$ cat src/logic/channel_pkg.sv
// shared register map and data types for the buffered stream channel
// holds the address and data types, the register addresses and the reject counter width
package channel_pkg;

    // the register port addresses four registers
    typedef logic [1:0] cfg_addr_t;

    // register data and status words are one byte wide
    typedef logic [7:0] cfg_data_t;

    // almost-full threshold, read and write
    localparam cfg_addr_t REG_THRESHOLD = 2'd0;
    // current occupancy, read only
    localparam cfg_addr_t REG_LEVEL = 2'd1;
    // reject count, any write clears it
    localparam cfg_addr_t REG_REJECTS = 2'd2;
    // almost-full in bit 0 and sticky underflow in bit 1, any write clears underflow
    localparam cfg_addr_t REG_STATUS = 2'd3;

    // the reject counter saturates at its all-ones value
    localparam int COUNT_W = 8;

endpackage

$ cat src/logic/circular_ptr.sv
// wrapping slot pointer for the small FIFO
// advances by one per strobe and returns to zero after the last slot
`timescale 1ns/1ns

module circular_ptr #(
    parameter int slots_p = 8
) (
    input  logic                       clk_i,
    input  logic                       reset_i,
    input  logic                       add_i,
    output logic [$clog2(slots_p)-1:0] ptr_o
);

    localparam int ptr_w_lp = $clog2(slots_p);

    // index of the last slot, the point where the pointer wraps
    localparam logic [ptr_w_lp-1:0] last_lp = ptr_w_lp'(slots_p - 1);

    logic [ptr_w_lp-1:0] ptr_r;

    // an explicit wrap keeps depths that are not a power of two correct
    always_ff @(posedge clk_i) begin
        if (reset_i) begin
            ptr_r <= '0;
        end else if (add_i) begin
            if (ptr_r == last_lp) begin
                ptr_r <= '0;
            end else begin
                ptr_r <= ptr_r + 1'b1;
            end
        end
    end

    assign ptr_o = ptr_r;

endmodule

$ cat src/logic/fifo_1r1w_small.sv
// small FIFO on a register array with one write port and one read port
// valid-ready on the input side and valid-yumi on the output side
// reports enqueue, reject and underflow events as one-cycle strobes
`timescale 1ns/1ns

module fifo_1r1w_small #(
    parameter int width_p = 16,
    parameter int els_p   = 8
) (
    input  logic               clk_i,
    input  logic               reset_i,

    input  logic [width_p-1:0] data_i,
    input  logic               v_i,
    output logic               ready_o,

    output logic               v_o,
    output logic [width_p-1:0] data_o,
    input  logic               yumi_i,

    output logic               enq_o,
    output logic               reject_o,
    output logic               underflow_o
);

    localparam int ptr_w_lp = $clog2(els_p);

    // storage array, written at the write pointer and read at the read pointer
    logic [width_p-1:0] storage_r [els_p];

    logic [ptr_w_lp-1:0] rptr, wptr;

    // remembers whether the last pointer move was an enqueue or a dequeue
    logic enq_r, deq_r;

    logic equal_ptrs, empty, full, enq, deq;

    // a producer word is taken whenever it meets a ready slot
    assign enq = v_i & ready_o;

    // a yumi on an empty FIFO must not move the read pointer
    // otherwise the pointers would cross and the contents would be lost
    assign deq = yumi_i & ~empty;

    circular_ptr #(
        .slots_p(els_p)
    ) rptr_inst (
        .clk_i  (clk_i),
        .reset_i(reset_i),
        .add_i  (deq),
        .ptr_o  (rptr)
    );

    circular_ptr #(
        .slots_p(els_p)
    ) wptr_inst (
        .clk_i  (clk_i),
        .reset_i(reset_i),
        .add_i  (enq),
        .ptr_o  (wptr)
    );

    always_ff @(posedge clk_i) begin
        if (enq) begin
            storage_r[wptr] <= data_i;
        end
    end

    // reset counts as a dequeue so that equal pointers read as empty
    always_ff @(posedge clk_i) begin
        if (reset_i) begin
            enq_r <= 1'b0;
            deq_r <= 1'b1;
        end else if (enq | deq) begin
            enq_r <= enq;
            deq_r <= deq;
        end
    end

    // with equal pointers only the last operation tells full from empty
    // a full FIFO sees no enqueue and an empty one sees no dequeue
    assign equal_ptrs = (rptr == wptr);
    assign empty      = equal_ptrs & deq_r;
    assign full       = equal_ptrs & enq_r;

    // full drops during reset, so ready is held low explicitly
    assign ready_o = ~full & ~reset_i;
    assign v_o     = ~empty;

    // head word comes straight from storage with no output register
    assign data_o = storage_r[rptr];

    // event strobes for the level monitor
    assign enq_o       = enq;
    assign reject_o    = v_i & full & ~reset_i;
    assign underflow_o = yumi_i & empty & ~reset_i;

endmodule

$ cat src/logic/fifo_level_monitor.sv
// occupancy tracking beside the FIFO
// occupancy counter with almost-full compare, saturating reject counter
// and a sticky underflow flag
`timescale 1ns/1ns

module fifo_level_monitor import channel_pkg::*; #(
    parameter int els_p = 8
) (
    input  logic      clk_i,
    input  logic      reset_i,
    input  logic      enq_i,
    input  logic      deq_i,
    input  logic      reject_i,
    input  logic      underflow_i,
    input  cfg_data_t threshold_i,
    input  logic      clear_rejects_i,
    input  logic      clear_underflow_i,
    output cfg_data_t level_o,
    output logic      almost_full_o,
    output cfg_data_t reject_count_o,
    output logic      underflow_flag_o
);

    // occupancy runs from zero to els_p inclusive
    localparam int lvl_w_lp = $clog2(els_p + 1);

    logic [lvl_w_lp-1:0] level_r;
    logic [COUNT_W-1:0]  reject_cnt_r;
    logic                underflow_r;

    // a yumi on an empty FIFO removes nothing, so it must not lower the level
    logic dec;
    assign dec = deq_i & ~underflow_i;

    // an enqueue and a dequeue in the same cycle cancel out
    always_ff @(posedge clk_i) begin
        if (reset_i) begin
            level_r <= '0;
        end else if (enq_i & ~dec) begin
            level_r <= level_r + 1'b1;
        end else if (dec & ~enq_i) begin
            level_r <= level_r - 1'b1;
        end
    end

    // clears take priority over a reject in the same cycle
    always_ff @(posedge clk_i) begin
        if (reset_i | clear_rejects_i) begin
            reject_cnt_r <= '0;
        end else if (reject_i && reject_cnt_r != '1) begin
            reject_cnt_r <= reject_cnt_r + 1'b1;
        end
    end

    // underflow stays set until software clears it
    always_ff @(posedge clk_i) begin
        if (reset_i | clear_underflow_i) begin
            underflow_r <= 1'b0;
        end else if (underflow_i) begin
            underflow_r <= 1'b1;
        end
    end

    assign level_o          = cfg_data_t'(level_r);
    assign almost_full_o    = (level_o >= threshold_i);
    assign reject_count_o   = cfg_data_t'(reject_cnt_r);
    assign underflow_flag_o = underflow_r;

endmodule

$ cat src/logic/channel_config_regs.sv
// configuration and status registers for the channel
// almost-full threshold, write-decoded clear pulses and registered readback
`timescale 1ns/1ns

module channel_config_regs import channel_pkg::*; #(
    parameter int els_p = 8
) (
    input  logic      clk_i,
    input  logic      reset_i,
    input  logic      cfg_we_i,
    input  logic      cfg_re_i,
    input  cfg_addr_t cfg_addr_i,
    input  cfg_data_t cfg_wdata_i,
    input  cfg_data_t level_i,
    input  logic      almost_full_i,
    input  cfg_data_t reject_count_i,
    input  logic      underflow_flag_i,
    output cfg_data_t cfg_rdata_o,
    output cfg_data_t threshold_o,
    output logic      clear_rejects_o,
    output logic      clear_underflow_o
);

    cfg_data_t threshold_r;
    cfg_data_t rdata_r;

    // the threshold starts at the full depth so almost-full means full
    always_ff @(posedge clk_i) begin
        if (reset_i) begin
            threshold_r <= cfg_data_t'(els_p);
        end else if (cfg_we_i && cfg_addr_i == REG_THRESHOLD) begin
            threshold_r <= cfg_wdata_i;
        end
    end

    // writes to the counter and status addresses only clear
    // the written value itself is ignored
    assign clear_rejects_o   = cfg_we_i & (cfg_addr_i == REG_REJECTS);
    assign clear_underflow_o = cfg_we_i & (cfg_addr_i == REG_STATUS);

    // read data is captured on the strobe and held until the next read
    always_ff @(posedge clk_i) begin
        if (reset_i) begin
            rdata_r <= '0;
        end else if (cfg_re_i) begin
            case (cfg_addr_i)
                REG_THRESHOLD: rdata_r <= threshold_r;
                REG_LEVEL:     rdata_r <= level_i;
                REG_REJECTS:   rdata_r <= reject_count_i;
                REG_STATUS:    rdata_r <= {6'b0, underflow_flag_i, almost_full_i};
                default:       rdata_r <= '0;
            endcase
        end
    end

    assign cfg_rdata_o = rdata_r;
    assign threshold_o = threshold_r;

endmodule

$ cat src/logic/buffered_channel.sv
// buffered stream channel top level
// FIFO, level monitor and register block wired together
`timescale 1ns/1ns

module buffered_channel import channel_pkg::*; #(
    parameter int width_p = 16,
    parameter int els_p   = 8
) (
    input  logic               clk_i,
    input  logic               reset_i,
    input  logic [width_p-1:0] data_i,
    input  logic               v_i,
    output logic               ready_o,
    output logic               v_o,
    output logic [width_p-1:0] data_o,
    input  logic               yumi_i,
    output logic               almost_full_o,
    input  logic               cfg_we_i,
    input  logic               cfg_re_i,
    input  cfg_addr_t          cfg_addr_i,
    input  cfg_data_t          cfg_wdata_i,
    output cfg_data_t          cfg_rdata_o
);

    // FIFO event strobes toward the monitor
    logic enq, reject, underflow;

    // control from the register block and status back to it
    cfg_data_t threshold, level, reject_count;
    logic      clear_rejects, clear_underflow, underflow_flag;

    fifo_1r1w_small #(
        .width_p(width_p),
        .els_p  (els_p)
    ) fifo_inst (
        .clk_i      (clk_i),
        .reset_i    (reset_i),
        .data_i     (data_i),
        .v_i        (v_i),
        .ready_o    (ready_o),
        .v_o        (v_o),
        .data_o     (data_o),
        .yumi_i     (yumi_i),
        .enq_o      (enq),
        .reject_o   (reject),
        .underflow_o(underflow)
    );

    // the outside yumi doubles as the monitor's decrement strobe
    fifo_level_monitor #(
        .els_p(els_p)
    ) monitor_inst (
        .clk_i            (clk_i),
        .reset_i          (reset_i),
        .enq_i            (enq),
        .deq_i            (yumi_i),
        .reject_i         (reject),
        .underflow_i      (underflow),
        .threshold_i      (threshold),
        .clear_rejects_i  (clear_rejects),
        .clear_underflow_i(clear_underflow),
        .level_o          (level),
        .almost_full_o    (almost_full_o),
        .reject_count_o   (reject_count),
        .underflow_flag_o (underflow_flag)
    );

    channel_config_regs #(
        .els_p(els_p)
    ) regs_inst (
        .clk_i            (clk_i),
        .reset_i          (reset_i),
        .cfg_we_i         (cfg_we_i),
        .cfg_re_i         (cfg_re_i),
        .cfg_addr_i       (cfg_addr_i),
        .cfg_wdata_i      (cfg_wdata_i),
        .level_i          (level),
        .almost_full_i    (almost_full_o),
        .reject_count_i   (reject_count),
        .underflow_flag_i (underflow_flag),
        .cfg_rdata_o      (cfg_rdata_o),
        .threshold_o      (threshold),
        .clear_rejects_o  (clear_rejects),
        .clear_underflow_o(clear_underflow)
    );

endmodule

$ cat config.mk
export PLATFORM = sky130hd
export DESIGN_NAME = buffered_channel
export DESIGN_NICKNAME = d
export VERILOG_FILES = /design/src/logic/channel_pkg.sv /design/src/logic/circular_ptr.sv /design/src/logic/fifo_1r1w_small.sv /design/src/logic/fifo_level_monitor.sv /design/src/logic/channel_config_regs.sv /design/src/logic/buffered_channel.sv
export SDC_FILE = /design/constraint.sdc
export NUM_CORES = 1
export LEC_CHECK = 0
export ABC_AREA = 1
export BUFFER_PORTS_ARGS = -buffer_cell sky130_fd_sc_hd__buf_2
export CAP_MARGIN = 20
export CORE_ASPECT_RATIO = 1.25
export CORE_UTILIZATION = 57
export CTS_CLUSTER_DIAMETER = 80
export DETAILED_ROUTE_END_ITERATION = 10
export PLACE_DENSITY = 0.79
export SYNTH_ARGS = -nofsm -noshare
export SYNTH_HDL_FRONTEND = slang
export SYNTH_SLANG_ARGS = --single-unit
$ cat constraint.sdc
create_clock -name clk_i -period 2.5 [get_ports clk_i]
set_clock_uncertainty 0.05 [all_clocks]
set_input_delay 0.375 -clock clk_i [delete_from_list [all_inputs] [get_ports clk_i]]
set_output_delay 0.375 -clock clk_i [all_outputs]
set_load 0.1 [all_outputs]
* Word-level counts from Yosys, hierarchy flattened
Memory sizes are Yosys's and may differ from the RTL's. A register that Yosys moved wholly into a read port is not among the register bits.
Index checks and enable logic that the tools add are counted.
** Word-level totals
- Register bits :: 37
- Bits of input ports :: 32
- Logic and storage cells :: 59
- Memories kept :: 1
- RAM bits :: 128
** Operators by class
- Order comparisons :: 1
- Multiplexer cells :: 9
- $add $sub $neg :: 5
- Eq/ne operators :: 7
- Reductions and logical operators :: 4
- Bitwise gates (word level) :: 23
** Memory list
- fifo_inst.storage_r :: words 8, bits a word 16, read ports 1, clocked after Yosys merged registers in 1, wr ports 1, RTL line fifo_1r1w_small.sv:29 : logic [width_p-1:0] storage_r [els_p];
** Operator list (number)
- 8-bit one-hot mux with 4 select lines :: 1
- 1-bit bitwise AND :: 14
- 3-bit two-way mux :: 4
- 8-bit by 1-bit adder with 8-bit output, second input constant :: 1
- 4-bit by 8-bit >= comparator with 1-bit output :: 1
- 4-bit two-way mux :: 2
- 8-bit != test, second input constant :: 1
- 3-bit by 1-bit adder with 3-bit output, second input constant :: 2
- 3-bit equality test, second input constant :: 2
- 1-bit inverter :: 6
- 4-bit by 1-bit adder with 4-bit output, second input constant :: 1
- 2-bit equality test, second input constant :: 2
- 4-bit by 1-bit subtractor with 4-bit output, second input constant :: 1
- 3-bit equality test :: 1
- 1-bit OR :: 3
- 2-bit by 1-bit equality test with 1-bit output, second input constant :: 1
- 1-bit logical AND :: 2
- 2-bit zero test :: 1
- 1-bit two-way mux :: 2
- 2-bit nonzero test :: 1

* Depth between registers and ports, before layout
Gate-level depths: netlist of run 1.
- Word-level depth :: 9
- Mapped depth :: 14

* By module
Synthesis of run 1 repeated with hierarchy kept, for this count alone.
** Second synthesis, totals
- Cells, all modules :: 676
- Area total of the unflattened synthesis :: 7094.3 µm²
** By module, submodules not included
- fifo_1r1w_small :: times used 1, cells each 404, area each 5136.2 µm²
- fifo_level_monitor :: times used 1, cells each 131, area each 910.9 µm²
- channel_config_regs :: times used 1, cells each 105, area each 769.5 µm²
- circular_ptr :: times used 2, cells each 18, area each 138.9 µm²

* Worst setup path before layout of run 1
Ideal clock, no wire load.
- Kind :: register -> register
- Start point :: reg fifo_inst.wptr_inst.ptr_r[2] (netlist: fifo_inst.wptr_inst.ptr_o[2])
- End point :: reg monitor_inst.level_r[3]
- Clock period less this slack :: 2.708 ns
- Data required time :: 2.380 ns
- Buffers on the path :: 0
- Arrival time :: 2.589 ns
- Path slack :: -0.208 ns
- Stages on the path, launching flop included :: 14
- Cells stage by stage :: dfxtp_1 -> xnor2_2 -> inv_1 -> nor2_2 -> nand2_2 -> o21ai_0 -> ha_1 -> inv_1 -> ha_1 -> a21oi_1 -> and2_1 -> xor2_1 -> nand2_1 -> a21oi_1
** Between the ends
- Longest elaborated chain between the ends :: 9
- Elaborated cells between the ends (all ways) :: 16
- Those cells by class :: eq/ne: 1; mux: 1; bitwise: 13; reduce/logical: 1
** RTL lines
- start: declaration :: RTL line circular_ptr.sv:19 : logic [ptr_w_lp-1:0] ptr_r;
- start signal: assignment :: RTL line circular_ptr.sv:29 : ptr_r <= ptr_r + 1'b1;
- 3-bit equality test (*) :: RTL line fifo_1r1w_small.sv:82 : assign equal_ptrs = (rptr == wptr);
- 1-bit bitwise AND :: RTL line fifo_1r1w_small.sv:83 : assign empty = equal_ptrs & deq_r;
- 1-bit bitwise AND (2 in series) :: RTL line fifo_1r1w_small.sv:96 : assign underflow_o = yumi_i & empty & ~reset_i;
- 1-bit inverter :: RTL line fifo_level_monitor.sv:33 : assign dec = deq_i & ~underflow_i;
- 1-bit bitwise AND :: RTL line fifo_level_monitor.sv:33
- 1-bit inverter :: RTL line fifo_level_monitor.sv:39 : end else if (enq_i & ~dec) begin
- 1-bit bitwise AND :: RTL line fifo_level_monitor.sv:39
- 4-bit two-way mux / 2-bit nonzero test (equally long branches)
- end signal: assignment :: RTL line fifo_level_monitor.sv:40 : level_r <= level_r + 1'b1;
- end signal: assignment :: RTL line fifo_level_monitor.sv:42 : level_r <= level_r - 1'b1;
- end: declaration :: RTL line fifo_level_monitor.sv:27 : logic [lvl_w_lp-1:0] level_r;
Every way passes the cells marked *; elsewhere a longest branch is shown, timed or not.
A chain may end at the register's enable or synchronous reset.

==> results_dict.tcl, run 1 <==
set metrics [dict create \
    layout_min_cycle_time_ns 2.39 \
    p_int_mw 5.60 \
    io_pins 59 \
    cts_buffers 17 \
    grt_max_degree 65 \
    cts_buffer_depth 2 \
    pwr-share-comb 0.365 \
    setup_slack_ns 0.109 \
    worst_pin_slew_ns 0.698 \
    status "completed" \
    worst_ep_arrival_time_ns 1.97 \
    synth_edf_count 128 \
    hpwl_mm 9.43 \
    ys_ff_latch 168 \
    wl_per_cell_um 16.5 \
    crit_path_end_kind "output port" \
    nets 791 \
    synthesis.nets 716 \
    cts_tree "yes" \
    avgSynthCellArea_um2 10.6 \
    p_leak_nw 3.33 \
    grt_pass1_wl_mm 24.6 \
    drc 0 \
    holdWs_ns 0.136 \
    mostFrequentLayoutCell "edfxtp_1" \
    syn_inst 671 \
    layout_common_cells "128 x edfxtp_1, 126 x nor2_1, 114 x nand2_1" \
    synth.yosys.seq_area_share 0.651 \
    cp_max_fo 20 \
    via_per_inst 5.63 \
    area_growth_pct 20.6 \
    relSlewSlack 0.534 \
    row_count 45 \
    grt_usage 0.253 \
    syn_area_mm2 0.00714 \
    cp-start-kind "register" \
    p_per_area_mw_per_mm2 1040 \
    totalWireLength_mm 15.3 \
    grtUsageMet2 0.459 \
    drtIter0Drc 360 \
    drive_above_1_share 0.196 \
    fmax_mhz 418 \
    die_h_um 127 \
    grt_pass1_vias 5251 \
    slowest_delay_ns 0.45 \
    synth_top_flop_cell "edfxtp_1" \
    die_x_um 102 \
    die_area_mm2 0.0130 \
    place_congestion 0.913 \
    port_buffers 58 \
    path_clk_slew_ns 0.07 \
    crit_type "register to output port" \
    busiest_layer "met2" \
    synth_warnings 0 \
    slew_violations 0 \
    peakVddDrop_mv 0.651 \
    hold_viol_final 0 \
    coreArea_mm2 0.0122 \
    ant_nets 0 \
    start_util 0.587 \
    cpMostUsedCell "nand2_1" \
    grt-ovfl-total 0 \
    ys_types 33 \
    yosys-top-cells-area "edfxtp_1 54%, dfxtp_1 11%, nor2_1 6.6%" \
    period_share 0.956 \
    synth_top_cell_area_share 0.538 \
    synth_area_leader_cell "edfxtp_1" \
    cts_root_buf "clkbuf_16" \
    hp-class "primary input to register" \
    cp_slowest_cell "dfxtp_4" \
    switching_share 0.377 \
    worstPathCellList "buf_4 > nor2_1 > o32ai_1 > nand2_1 > nand2_1 > buf_12" \
    clock_latency_ns 0.42 \
    diodes 0 \
    vias 5192 \
    async_reset_ff_frac 0 \
    cts.sinks 168 \
    worstPathRequired_ns 2.08 \
    clkPwrFrac 0.274 \
    dp_slack_ns -0.00830 \
    htree_num_levels 4 \
    final_core_util 0.708 \
    antenna_found_initial 0 \
    p_sw_mw 3.39 \
    setup_viol 0 \
    met1_usage 0.282 \
    grt_use_met3 0.0547 \
    max-cap-violations 0 \
    first_pass_iters 5 \
    power_frac_seq 0.361 \
]
[cells in the mapped netlist, types with 2 or more instances]
library cell	instances
and2_1	2
buf_1	2
inv_2	6
o32ai_1	32
buf_2	12
xor2_1	7
a41oi_1	2
a21oi_1	23
xnor2_2	3
o221ai_1	2
nor2_2	8
edfxtp_1	128
nand3_1	25
dfxtp_1	40
nand2_1	114
ha_1	12
nor2_1	126
o21ai_0	51
nand4_1	2
clkbuf_1	16
o21ai_1	4
inv_1	42
nand2_2	2
[final timing paths]
kind         slack [ns]                          start                            end  cells after the start
max                0.11                       register                      data_o[0]                      6
min                0.14                 cfg_wdata_i[3]       regs_inst.threshold_o[3]                      3
max reg2reg        0.16   fifo_inst.rptr_inst.ptr_o[2]        monitor_inst.level_r[3]                     13
min reg2reg        0.40  monitor_inst.underflow_flag_o  monitor_inst.underflow_flag_o                      2
[repair_timing]
item | in CTS | in global routing
hold buffers | 0 | 0
gates resized for setup | 4 | 13
hold endpoints to repair | 0 | 0
buffers inserted | 0 | 4
pin swaps | 2 | 3
endpoints found under the setup margin | 2 | 19
[registers in the layout, indices dropped and copies added (netlist names), named ones only]
register and cells:
monitor_inst.reject_count_o 8, fifo_inst.deq_r 1, fifo_inst.storage_r 128, monitor_inst.underflow_flag_o 1
regs_inst.cfg_rdata_o 8, fifo_inst.wptr_inst.ptr_o 3, regs_inst.threshold_o 8, fifo_inst.rptr_inst.ptr_o 3
monitor_inst.level_r 4, fifo_inst.enq_r 1
[critical path, delay by kind of cell, from the launching register on]
kind	cells	cell delay (ns)
buffers and inverters	2	0.46
DFF	1	0.45
and+or+nand+nor	3	0.33
AOI/OAI and AO/OA	1	0.30
[logic make-up (layout without fill, tap and decap cells)]
kind of cell,after synthesis,count (layout),synth area share
DFF,168,168,0.651
and+or+nand+nor,283,283,0.162
buffers and inverters,79,167,0.0438
adders and majority gates,13,13,0.0238
xor gates and xnor gates,10,10,0.0154
AOI/OAI and AO/OA,118,118,0.104
[power groups by stage]
| stage | sequential (mW) | combinational (mW) | clock [mW] |
|---|---|---|---|
| global placement | 3.29 | 3.10 | 0 |
| global route | 3.26 | 3.46 | 2.60 |
| finish | 3.25 | 3.28 | 2.47 |
| floorplan | 3.31 | 2.14 | 0 |
| CTS | 3.24 | 3.20 | 2.49 |
| detailed placement | 3.29 | 3.18 | 0 |
[final cells by class]
cell class              instances  area [um^2]
flip-flops and latches        168         4650
fillers                       849         3550
multi-input cells             424         2230
repair buffers                 86          767
clock buffers                  20          447
well taps                     164          205
inverters                      49          185
clock inverters                12          118
[metal layers]
layer | up-vias | routed length, um
met5 | - | 0
met3 | 32 | 904
met4 | 0 | 377
li1 | 2480 | -
met1 | 2477 | 5820
met2 | 203 | 8160
[per-stage QoR]
stage                     area (um^2)  TNS (ns)  power (mW)  cells
final                            8610         0        8.99    923
after floorplan                  7160         0        5.45    671
after detailed placement         7960  -0.00830        6.47    887
after global routing             8610   -0.0243        9.32    923
after global placement           7960         0        6.38    887
after CTS                        8540   -0.0142        8.92    919
Note: power is estimated with default switching activity, not from simulation.
==> run 2: changes to the inputs <==
Settings changed: CORE_UTILIZATION 57 to 54, PLACE_DENSITY 0.79 to 0.78, SKIP_CTS_REPAIR_TIMING set to 1, TNS_END_PERCENT set to 10.
Clock period 2.5 ns to 2.12 ns, I/O delays scaled along.
==> results_dict.tcl, run 2 (synthesis gave the netlist of run 1 again) <==
set metrics [dict create \
    tns_ns -0.606 \
    cts_tree "yes" \
    totalWireLength_mm 17.6 \
    worst_ep_arrival_time_ns 1.87 \
    regMostFlops "fifo_inst.storage_r" \
    drive_above_1_share 0.273 \
    grt-ovfl-total 0 \
    drc 0 \
    clkPwrFrac 0.273 \
    period_share 1.06 \
    power_frac_seq 0.340 \
    p_sw_mw 4.29 \
    antenna_found_initial 0 \
    layout_min_cycle_time_ns 2.24 \
    place_congestion 0.902 \
    cts_buffers 17 \
    setup_viol 13 \
    rsz0062_at_grt "yes" \
    hp-class "primary input to register" \
    ant_nets 0 \
    cts.sinks 168 \
    worstHoldStart "cfg_wdata_i[3]" \
    io_pins 59 \
    cts_root_buf "clkbuf_16" \
    nets 804 \
    cts_buffer_depth 2 \
    p_int_mw 7.04 \
    mostFrequentLayoutCell "edfxtp_1" \
    area_growth_pct 28.5 \
    cp_slowest_cell "dfxtp_4" \
    htree_num_levels 4 \
    die_h_um 131 \
    power.total_mw 11.3 \
    drtIter0Drc 410 \
    crit_type "register to output port" \
    whs_path_depth 3 \
    via_per_inst 5.76 \
    layout_common_cells "128 x edfxtp_1, 122 x nor2_1, 100 x nand2_1" \
    diodes 0 \
    min_to "regs_inst.threshold_o[3]" \
    crit_path_end_kind "output port" \
    p_leak_nw 3.54 \
    die_area_mm2 0.0137 \
    hold_viol_final 0 \
    hpwl_mm 10.3 \
    coreArea_mm2 0.0128 \
    setup_slack_ns -0.119 \
    r2r-end "monitor_inst.level_r[3]" \
    clock_latency_ns 0.42 \
    status "finished, violations left" \
    nFillCells 820 \
    grt_pass1_wl_mm 25.3 \
    final_core_util 0.718 \
    start_util 0.559 \
    die_x_um 105 \
    wl_per_cell_um 18.7 \
    largest_reg_flops 128 \
    slowest_delay_ns 0.45 \
    pwr-share-comb 0.388 \
    slew_violations 0 \
    cp_max_fo 26 \
    path_clk_slew_ns 0.07 \
    worstPathRequired_ns 1.75 \
    peakVddDrop_mv 0.694 \
    grt_pass1_vias 5220 \
    grt_usage 0.241 \
    port_buffers 58 \
    row_count 46 \
    worstPathCellList "clkbuf_16 > nor2_1 > o32ai_1 > nand2_1 > nand2_2 > buf_12" \
    timing.rr.start "fifo_inst.wptr_inst.ptr_o[2]" \
    vias 5419 \
    failed_checks "setup timing" \
    max-cap-violations 0 \
    switching_share 0.378 \
    worst_pin_slew_ns 0.487 \
    relSlewSlack 0.677 \
    multiInputGateArea_mm2 0.00245 \
    rrSetupSlack_ns -0.07 \
    worst_r2r_path_depth 13 \
    seq_area_mm2 0.00467 \
    cp-start-kind "register" \
    first_pass_iters 5 \
    p_per_area_mw_per_mm2 1240 \
    fmax_mhz 447 \
    grt_max_degree 65 \
]
## run 2: cell count changes in the layout (fill, tap and decap cells not counted), sizes merged
cell and delta:
buf +9, clkinvlp -2, clkbuf +3, bufinv +1
clkinv +2
## run 2: worst max-delay path, delay by kind of cell (launching register included)
| family | cells | cell delay [ns] |
|---|---|---|
| buffers and inverters | 2 | 0.42 |
| flip-flops | 1 | 0.45 |
| AO/OA/AOI/OAI | 1 | 0.27 |
| AND/OR/NAND/NOR | 3 | 0.32 |
## run 2: stage by stage
step	hold WS [ns]	worst slack (ns)	std cells	area (um^2)
floorplan	0.367	-0.175	671	7220
global placement	0.391	0.0184	903	8240
detailed placement	0.402	-0.102	903	8240
CTS	0.0665	-0.289	935	8840
global route	0.0970	-0.213	940	9170
finish	0.0789	-0.119	940	9170
## run 2: how the worst max path moves through the flow
stage                                       startpoint                       to  depth (start not counted)
after global placement    fifo_inst.wptr_inst.ptr_o[0]  monitor_inst.level_r[3]                         13
after detailed placement  fifo_inst.wptr_inst.ptr_o[0]  monitor_inst.level_r[3]                         13
after CTS                                     register                data_o[4]                          7
final                                         register               data_o[15]                          6
after floorplan           fifo_inst.wptr_inst.ptr_o[0]  monitor_inst.level_r[3]                         13
after global routing                          register                data_o[5]                          6
## run 2: power by group through the flow
stage / registers (mW) / logic (mW) / clock network [mW]
after floorplan: 3.91 / 2.56 / 0
after global placement: 3.88 / 3.89 / 0
after detailed placement: 3.89 / 4.00 / 0
after CTS: 3.82 / 4.03 / 3.09
after global routing: 3.86 / 4.60 / 3.24
final: 3.85 / 4.40 / 3.09
## run 2: per-layer routing
metal	vias up	track usage	wire, um
li1	2513	-	-
met1	2608	0.270	6470
met2	254	0.456	9560
met3	44	0.0417	1050
met4	0	0.103	501
met5	-	0	0
## run 2: cell type report
cell class / count / share of cell area
tap: 168 / 0.0229
clock buffer: 19 / 0.0472
inverter: 49 / 0.0215
clock inverter: 13 / 0.0176
timing repair buffer: 99 / 0.116
sequential: 168 / 0.509
multi-input combinational: 424 / 0.267
